### config.mk
export PLATFORM = sky130hd
export DESIGN_NAME = rp_frontend_top
export DESIGN_NICKNAME = d
export VERILOG_FILES = /design/src/rp_pkg.sv /design/src/calib_regs.sv /design/src/adc_decode.sv /design/src/linear_calib.sv /design/src/dac_encode.sv /design/src/rp_frontend_top.sv
export SDC_FILE = /design/constraint.sdc
export NUM_CORES = 2
export LEC_CHECK = 0
export ABC_CLOCK_PERIOD_IN_PS = 20900
export BUFFER_PORTS_ARGS = -buffer_cell sky130_fd_sc_hd__buf_2
export CAP_MARGIN = 20
export CORE_ASPECT_RATIO = 0.5
export CORE_MARGIN = 8
export CORE_UTILIZATION = 48
export DETAILED_ROUTE_END_ITERATION = 7
export PLACE_DENSITY = 0.64
export SLEW_MARGIN = 20
export SYNTH_ARGS = -nofsm -noshare
export SYNTH_HDL_FRONTEND = slang
export SYNTH_SLANG_ARGS = --single-unit
export TNS_END_PERCENT = 10
### constraint.sdc
create_clock -name adc_clk -period 20.9 [get_ports adc_clk]
set_input_delay 2.09 -clock adc_clk [delete_from_list [all_inputs] [get_ports adc_clk]]
set_output_delay 2.09 -clock adc_clk [all_outputs]
set_load 0.01 [all_outputs]
### src/rp_pkg.sv
/*
  Shared widths, channel count, calibration register map and sample types
  for the two-channel analog front-end. Modules refer to the items here
  through scoped names.
*/

package rp_pkg;

  ///////////////////////////////
  // sizes
  ///////////////////////////////

  // channels per direction, ADC and DAC alike
  localparam int CHN     = 2;
  localparam int SMP_DW  = 14;
  localparam int GAIN_DW = 16;

  // gain is fixed point, 2**GAIN_SHIFT is unity
  localparam int GAIN_SHIFT = 14;
  localparam logic [GAIN_DW-1:0] GAIN_UNITY = 16'h4000;

  // full product and post-shift sum widths
  localparam int PROD_DW = SMP_DW + GAIN_DW;
  localparam int SUM_DW  = PROD_DW - GAIN_SHIFT + 1;

  // saturation limits of a signed sample
  localparam int SMP_MAX = 2**(SMP_DW-1) - 1;
  localparam int SMP_MIN = -(2**(SMP_DW-1));

  ///////////////////////////////
  // calibration register map
  ///////////////////////////////

  localparam int CFG_AW = 3;
  localparam int CFG_NR = 2**CFG_AW;
  // 1 = DAC, 0 = ADC
  localparam int CFG_DAC_BIT  = 2;
  // channel index
  localparam int CFG_CHN_BIT  = 1;
  // 1 = offset, 0 = gain
  localparam int CFG_OFFS_BIT = 0;

  ///////////////////////////////
  // types
  ///////////////////////////////

  typedef logic signed [SMP_DW-1:0]  sample_t;
  typedef logic signed [GAIN_DW-1:0] gain_t;
  typedef logic signed [SMP_DW-1:0]  offset_t;
  typedef logic        [SMP_DW-1:0]  raw_t;
  typedef logic        [CFG_AW-1:0]  cfg_addr_t;

  // converter code <-> signed sample, same bit operation both ways
  // msb kept, the rest inverted (negative slope on the converter side)
  function automatic logic [SMP_DW-1:0] flip_low(logic [SMP_DW-1:0] w);
    return {w[SMP_DW-1], ~w[SMP_DW-2:0]};
  endfunction

endpackage

### src/calib_regs.sv
/*
  Calibration register bank. Holds one gain and one offset per ADC and
  DAC channel, loaded by a single-cycle write strobe with address and data.
  Gains come out of reset at unity, offsets at zero.
*/

`timescale 1ns/1ps

module calib_regs (
  input  logic                                   adc_clk,
  input  logic                                   top_rst,
  // write port
  input  logic                                   cfg_we_i,
  input  rp_pkg::cfg_addr_t                      cfg_addr_i,
  input  rp_pkg::gain_t                          cfg_wdata_i,
  // ADC calibration
  output rp_pkg::gain_t   [rp_pkg::CHN-1:0]      adc_gain_o,
  output rp_pkg::offset_t [rp_pkg::CHN-1:0]      adc_offs_o,
  // DAC calibration
  output rp_pkg::gain_t   [rp_pkg::CHN-1:0]      dac_gain_o,
  output rp_pkg::offset_t [rp_pkg::CHN-1:0]      dac_offs_o
);

  ///////////////////////////////
  // address decode
  ///////////////////////////////

  // one-hot register select, all zero without a strobe
  logic [rp_pkg::CFG_NR-1:0] cfg_sel;
  // offset takes only the low sample bits of the data word
  rp_pkg::offset_t           cfg_offs;

  // register address from its three map fields
  function automatic int reg_addr(logic dac, int ch, logic offs);
    return (int'(dac) << rp_pkg::CFG_DAC_BIT) |
           (ch << rp_pkg::CFG_CHN_BIT) |
           (int'(offs) << rp_pkg::CFG_OFFS_BIT);
  endfunction

  assign cfg_sel  = cfg_we_i ? (rp_pkg::CFG_NR'(1) << cfg_addr_i) : '0;
  assign cfg_offs = rp_pkg::offset_t'(cfg_wdata_i[rp_pkg::SMP_DW-1:0]);

  ///////////////////////////////
  // registers
  ///////////////////////////////

  always_ff @(posedge adc_clk, posedge top_rst) begin
    if (top_rst) begin
      for (int ch = 0; ch < rp_pkg::CHN; ch++) begin
        adc_gain_o[ch] <= rp_pkg::GAIN_UNITY;
        adc_offs_o[ch] <= '0;
        dac_gain_o[ch] <= rp_pkg::GAIN_UNITY;
        dac_offs_o[ch] <= '0;
      end
    end else begin
      for (int ch = 0; ch < rp_pkg::CHN; ch++) begin
        // ADC side, bit 2 low
        if (cfg_sel[reg_addr(1'b0, ch, 1'b0)]) begin
          adc_gain_o[ch] <= cfg_wdata_i;
        end
        if (cfg_sel[reg_addr(1'b0, ch, 1'b1)]) begin
          adc_offs_o[ch] <= cfg_offs;
        end
        // DAC side, bit 2 high
        if (cfg_sel[reg_addr(1'b1, ch, 1'b0)]) begin
          dac_gain_o[ch] <= cfg_wdata_i;
        end
        if (cfg_sel[reg_addr(1'b1, ch, 1'b1)]) begin
          dac_offs_o[ch] <= cfg_offs;
        end
      end
    end
  end

endmodule

### src/adc_decode.sv
/*
  ADC input stage for one channel. Registers the raw converter word as a
  signed sample and, in digital loopback, hands on the calibrated DAC
  sample of the same channel instead.
*/

`timescale 1ns/1ps

module adc_decode (
  input  logic            adc_clk,
  input  logic            top_rst,
  // raw converter code
  input  rp_pkg::raw_t    adc_dat_i,
  // loopback select and source
  input  logic            digital_loop_i,
  input  rp_pkg::sample_t loop_dat_i,
  // decoded sample towards calibration
  output rp_pkg::sample_t adc_smp_o
);

  ///////////////////////////////
  // input register
  ///////////////////////////////

  // decoded sample, one cycle after the pin
  rp_pkg::sample_t adc_smp_q;

  // sign bit stays, magnitude bits are inverted by the converter
  always_ff @(posedge adc_clk, posedge top_rst) begin
    if (top_rst) begin
      adc_smp_q <= '0;
    end else begin
      adc_smp_q <= rp_pkg::sample_t'(rp_pkg::flip_low(adc_dat_i));
    end
  end

  ///////////////////////////////
  // loopback mux
  ///////////////////////////////

  // loop source is already registered in the DAC calibration,
  // so no extra stage here
  assign adc_smp_o = digital_loop_i ? loop_dat_i : adc_smp_q;

endmodule

### src/linear_calib.sv
/*
  Gain and offset calibration for one sample stream. Two pipeline stages:
  signed multiply first, then arithmetic shift, offset add and clamp to the
  sample range. A new sample is accepted on every cycle.
*/

`timescale 1ns/1ps

module linear_calib (
  input  logic            adc_clk,
  input  logic            top_rst,
  // sample in
  input  rp_pkg::sample_t smp_i,
  // calibration words
  input  rp_pkg::gain_t   gain_i,
  input  rp_pkg::offset_t offs_i,
  // calibrated sample out
  output rp_pkg::sample_t smp_o
);

  ///////////////////////////////
  // stage 1, multiply
  ///////////////////////////////

  // full precision product
  logic signed [rp_pkg::PROD_DW-1:0] prod_q;

  // operands sign extended to product width before the multiply
  always_ff @(posedge adc_clk, posedge top_rst) begin
    if (top_rst) begin
      prod_q <= '0;
    end else begin
      prod_q <= smp_i * gain_i;
    end
  end

  ///////////////////////////////
  // stage 2, shift/add/clamp
  ///////////////////////////////

  logic signed [rp_pkg::SUM_DW-1:0] prod_shr;
  logic signed [rp_pkg::SUM_DW-1:0] offs_ext;
  logic signed [rp_pkg::SUM_DW-1:0] sum;
  rp_pkg::sample_t                  sat;
  rp_pkg::sample_t                  smp_q;

  // drop fraction bits, upper bits are only sign copies
  assign prod_shr = rp_pkg::SUM_DW'(prod_q >>> rp_pkg::GAIN_SHIFT);
  // sign extended offset
  assign offs_ext = offs_i;
  // one spare bit, this add cannot wrap
  assign sum      = prod_shr + offs_ext;

  // clamp to the signed sample range
  always_comb begin
    if (sum > rp_pkg::SMP_MAX) begin
      sat = rp_pkg::sample_t'(rp_pkg::SMP_MAX);
    end else if (sum < rp_pkg::SMP_MIN) begin
      sat = rp_pkg::sample_t'(rp_pkg::SMP_MIN);
    end else begin
      sat = rp_pkg::sample_t'(sum);
    end
  end

  always_ff @(posedge adc_clk, posedge top_rst) begin
    if (top_rst) begin
      smp_q <= '0;
    end else begin
      smp_q <= sat;
    end
  end

  assign smp_o = smp_q;

endmodule

### src/dac_encode.sv
/*
  DAC output register for one channel. Turns a signed sample into the
  converter's inverted offset-binary code, giving the negative slope the
  DAC expects. One cycle of latency.
*/

`timescale 1ns/1ps

module dac_encode (
  input  logic            adc_clk,
  input  logic            top_rst,
  // calibrated sample
  input  rp_pkg::sample_t smp_i,
  // code towards the DAC pins
  output rp_pkg::raw_t    dac_dat_o
);

  ///////////////////////////////
  // output register
  ///////////////////////////////

  // code of a zero sample, mid scale
  localparam rp_pkg::raw_t DAC_ZERO = rp_pkg::flip_low('0);

  rp_pkg::raw_t dac_dat_q;

  // after reset the DAC sits at mid scale, not at full negative swing
  always_ff @(posedge adc_clk, posedge top_rst) begin
    if (top_rst) begin
      dac_dat_q <= DAC_ZERO;
    end else begin
      dac_dat_q <= rp_pkg::flip_low(smp_i);
    end
  end

  assign dac_dat_o = dac_dat_q;

endmodule

### src/rp_frontend_top.sv
/*
  Analog front-end of the two-channel board. Per channel the ADC word is
  decoded, optionally replaced by the DAC loopback, then calibrated to the
  oscilloscope output; generator samples are calibrated and encoded for the
  DAC. Calibration words come from one shared register bank.
*/

`timescale 1ns/1ps

module rp_frontend_top (
  input  logic                                adc_clk,
  input  logic                                top_rst,
  // ADC raw codes and generator samples
  input  rp_pkg::raw_t    [rp_pkg::CHN-1:0]   adc_dat_i,
  input  rp_pkg::sample_t [rp_pkg::CHN-1:0]   asg_dat_i,
  // DAC to ADC loopback
  input  logic                                digital_loop_i,
  // calibration write port
  input  logic                                cfg_we_i,
  input  rp_pkg::cfg_addr_t                   cfg_addr_i,
  input  rp_pkg::gain_t                       cfg_wdata_i,
  // calibrated acquisition samples
  output rp_pkg::sample_t [rp_pkg::CHN-1:0]   osc_dat_o,
  // DAC codes, one word per channel
  output rp_pkg::raw_t    [rp_pkg::CHN-1:0]   dac_dat_o
);

  ///////////////////////////////
  // local signals
  ///////////////////////////////

  // ADC calibration words
  rp_pkg::gain_t   [rp_pkg::CHN-1:0] adc_gain;
  rp_pkg::offset_t [rp_pkg::CHN-1:0] adc_offs;
  // DAC calibration words
  rp_pkg::gain_t   [rp_pkg::CHN-1:0] dac_gain;
  rp_pkg::offset_t [rp_pkg::CHN-1:0] dac_offs;

  // decoded ADC samples, after the loopback mux
  rp_pkg::sample_t [rp_pkg::CHN-1:0] adc_smp;
  // calibrated DAC samples, also the loopback source
  rp_pkg::sample_t [rp_pkg::CHN-1:0] dac_cal;

  ///////////////////////////////
  // calibration registers
  ///////////////////////////////

  calib_regs calib_regs0 (
    .adc_clk     (adc_clk),
    .top_rst     (top_rst),
    .cfg_we_i    (cfg_we_i),
    .cfg_addr_i  (cfg_addr_i),
    .cfg_wdata_i (cfg_wdata_i),
    .adc_gain_o  (adc_gain),
    .adc_offs_o  (adc_offs),
    .dac_gain_o  (dac_gain),
    .dac_offs_o  (dac_offs)
  );

  ///////////////////////////////
  // per channel datapaths
  ///////////////////////////////

  for (genvar i = 0; i < rp_pkg::CHN; i++) begin : g_chn

    // ADC decode, 1 cycle (loopback passes straight through)
    adc_decode adc_decode0 (
      .adc_clk        (adc_clk),
      .top_rst        (top_rst),
      .adc_dat_i      (adc_dat_i[i]),
      .digital_loop_i (digital_loop_i),
      .loop_dat_i     (dac_cal[i]),
      .adc_smp_o      (adc_smp[i])
    );

    // ADC calibration, 2 cycles
    linear_calib linear_adc (
      .adc_clk (adc_clk),
      .top_rst (top_rst),
      .smp_i   (adc_smp[i]),
      .gain_i  (adc_gain[i]),
      .offs_i  (adc_offs[i]),
      .smp_o   (osc_dat_o[i])
    );

    // DAC calibration, 2 cycles
    linear_calib linear_dac (
      .adc_clk (adc_clk),
      .top_rst (top_rst),
      .smp_i   (asg_dat_i[i]),
      .gain_i  (dac_gain[i]),
      .offs_i  (dac_offs[i]),
      .smp_o   (dac_cal[i])
    );

    // DAC code register, 1 cycle
    dac_encode dac_encode0 (
      .adc_clk   (adc_clk),
      .top_rst   (top_rst),
      .smp_i     (dac_cal[i]),
      .dac_dat_o (dac_dat_o[i])
    );

  end : g_chn

endmodule

==> impl_metrics.env <==
export IMPL_fp_dieH_um=232
export IMPL_drv_slew=0
export IMPL_placed_cells=5733
export IMPL_status="finished clean"
export IMPL_ys_seq_elements=296
export IMPL_netlist_area_um2=44600
export IMPL_synth_edf_count=0
export IMPL_finalHoldViolCount=0
export IMPL_nets=5806
export IMPL_final_cell_mix="1035 x inv_1, 876 x fa_1, 424 x nand2_1"
export IMPL_grt_overflow=0
export IMPL_antenna_found_initial=5
export IMPL_syn2layout_area_growth_pct=6.96
export IMPL_io_pins=135
export IMPL_row_count=79
export IMPL_holdCritPathClass="reg2reg"
export IMPL_cts_tree="yes"
export IMPL_min_period_over_period_pct=42.0
export IMPL_globalplace_congestion=0.867
export IMPL_postRouteWirelength_um=105000
export IMPL_ys_flop_type="dfrtp_1"
export IMPL_ant_nets=0
export IMPL_first_pass_iters=5
export IMPL_fin_util_pct=51.6
export IMPL_path_cells="buf_2, buf_4, mux2i_2, nor2b_1, ha_1, inv_1, fa_1, inv_1, fa_1, fa_1, fa_1, inv_1, fa_1, inv_1, ha_1, a21o_1, a21o_1, a21o_1, a2111oi_0, o311a_1, o31ai_4, a21oi_2, xnor2_1"
export IMPL_ys_warn_count=0
export IMPL_syn_inst=4467
export IMPL_crit_arrival_ns=9.25
export IMPL_grt_pass1_vias=33001
export IMPL_critPathCaptureType="register"
export IMPL_period_minus_slack_ns=8.78
export IMPL_rsz0062_at_grt="no"
export IMPL_whs_ns=0.378
export IMPL_grt_max_degree=159
export IMPL_synth_cell_types=70
export IMPL_final_cells=5797
export IMPL_layout_drive_gt1_share_pct=8.92
export IMPL_numCtsBuffers=35
export IMPL_cts_hold_buf=0
export IMPL_post_cts_setup_buffer_count=0
export IMPL_worst_pin_slew_ns=1.01
export IMPL_die_x_um=447
export IMPL_worst_path_most_repeated_cell="fa_1"
export IMPL_root_buffer="clkbuf_16"
export IMPL_slowest_stage="mux2i_2"
export IMPL_tns_ns=0
export IMPL_drc=0
export IMPL_dieArea_um2=104000
export IMPL_core_area_um2=92500
export IMPL_clock_sinks=296
export IMPL_fmax_mhz=114
export IMPL_cp_max_fo=28
export IMPL_avgSynthCellArea_um2=9.99
export IMPL_cap_violations=0
export IMPL_setup_viol=0
export IMPL_clock_path_buffers=3
export IMPL_worstSetupPathType="in2reg"
export IMPL_final_common_cell="inv_1"
export IMPL_initial_core_util_pct=48.2
export IMPL_dpl_hpwl_um=85000
export IMPL_clock_latency_ns=0.57
export IMPL_cts_clk_slew_worst_paths_ns=0.06
export IMPL_vias=30102
export IMPL_routedWlPerCell_um=18.2
export IMPL_max_slew_margin_pct=32.3
export IMPL_async_flop_share_pct=100
export IMPL_timing_clock_skew_ns=0.0230
export IMPL_synth_fp_nets=5758
export IMPL_cp_start_kind="primary input"
export IMPL_ys_seq_area_share_pct=16.7
export IMPL_grt_pass1_wl_um=175000
export IMPL_max_stage_delay_ns=0.87
export IMPL_cts_resized=0
export IMPL_cts_htree_levels=2
export IMPL_viasPerCell=5.19
export IMPL_diodes=0
export IMPL_io_buffers=134
export IMPL_drtIter0Drc=1650
export IMPL_grt_use_total_pct=21.0
export IMPL_crit_required_ns=21.37
==> logic make-up (layout without fill, tap and decap cells) <==
family	Yosys count	after routing	synth area share, %
AO/OA/AOI/OAI	379	379	5.50
flip-flops	296	296	16.7
adder cells (fa/ha/maj)	1212	1212	48.7
buffers and inverters	1179	1254	9.94
XOR/XNOR	148	148	2.91
multiplexers	147	147	3.68
AND/OR/NAND/NOR	1106	1106	12.6
==> sequential cells by signal, summed over array words and instances (netlist names) <==
name / cells
g_chn.dac_encode0.dac_dat_o: 28
calib_regs0.dac_gain_o: 32
g_chn.linear_dac.prod_q: 32
calib_regs0.adc_gain_o: 32
g_chn.linear_adc.smp_o: 28
calib_regs0.dac_offs_o: 28
g_chn.linear_adc.prod_q: 32
g_chn.adc_decode0.adc_smp_q: 28
calib_regs0.adc_offs_o: 28
g_chn.linear_dac.smp_o: 28
==> path summary, 6_finish.rpt <==
check                                              from                                end  slack (ns)  cells past startpoint
max                                      digital_loop_i     g_chn[1].linear_adc.prod_q[29]       12.12                     23
min                        g_chn[0].linear_dac.smp_o[0]  g_chn[0].dac_encode0.dac_dat_o[0]        0.38                      1
max reg2reg                g_chn[1].linear_dac.smp_o[1]     g_chn[1].linear_adc.prod_q[29]       13.76                     21
min reg2reg                g_chn[0].linear_dac.smp_o[0]  g_chn[0].dac_encode0.dac_dat_o[0]        0.38                      1
max in group asynchronous                       top_rst         calib_regs0.adc_gain_o[16]       17.73                      3
min in group asynchronous                       top_rst       g_chn[1].linear_adc.smp_o[0]        1.75                      2
==> layer usage <==
layer / vias to the layer above / share of wire (%) / GRT usage [%]
met5: - / 0 / 0
met4: 0 / 2.0 / 4.55
met3: 134 / 5.2 / 2.53
met2: 677 / 48 / 35.5
met1: 15764 / 45 / 29.3
li1: 13527 / - / -
==> cell usage after synthesis, types with 5 or more instances <==
| master | instances | area share [%] |
|---|---|---|
| a21o_1 | 61 | 1.0 |
| o21a_1 | 16 | 0.27 |
| mux2_2 | 133 | 3.4 |
| a21oi_1 | 96 | 1.1 |
| dfrtp_1 | 266 | 15 |
| ha_1 | 336 | 9.4 |
| nand2_1 | 424 | 3.6 |
| and2_1 | 266 | 3.7 |
| or3_1 | 5 | 0.070 |
| dfstp_2 | 30 | 1.8 |
| clkbuf_1 | 139 | 1.2 |
| o31ai_1 | 8 | 0.13 |
| o21bai_1 | 15 | 0.25 |
| or2_2 | 12 | 0.17 |
| nor2_1 | 99 | 0.83 |
| nand4_1 | 12 | 0.17 |
| inv_1 | 1036 | 8.7 |
| xnor2_1 | 103 | 2.0 |
| a211oi_1 | 17 | 0.29 |
| mux2i_1 | 13 | 0.29 |
| nor3_1 | 17 | 0.19 |
| a211o_1 | 5 | 0.098 |
| a2111oi_0 | 5 | 0.098 |
| a31oi_1 | 17 | 0.24 |
| o211ai_1 | 5 | 0.084 |
| nor2b_1 | 178 | 2.5 |
| o21ai_0 | 92 | 1.0 |
| and3_1 | 7 | 0.098 |
| fa_1 | 876 | 39 |
| nand2b_1 | 44 | 0.62 |
| xor2_1 | 45 | 0.88 |
| nand3_1 | 24 | 0.27 |
==> cell type report <==
class | count | area (µm²)
timing repair buffer | 154 | 833
multi-input combinational | 2992 | 32800
tap | 1255 | 1570
inverter | 1036 | 3900
fill | 8405 | 44800
clock buffer | 54 | 1070
sequential | 296 | 7440
clock inverter | 10 | 130
==> metrics by stage <==
step           instance area (µm²)  setup WS, ns
3_5_place_dp                 46500         11.62
6_report                     47700         12.12
2_1_floorplan                44600         10.68
4_1_cts                      47700         12.19
3_3_place_gp                 46500         11.68
5_1_grt                      47700         11.71
==> worst max-delay path: cells and delay by family <==
kind	cells	cell delay (ns)
xor+xnor	1	0.12
fa+ha+maj	7	3.60
simple gates	1	0.11
buf+inv	6	0.88
compound gates	7	1.55
mux	1	0.87
Power is left out: the tool's default activity adds up to more than one toggle a clock period on the data nets, which glitch-free logic cannot reach.
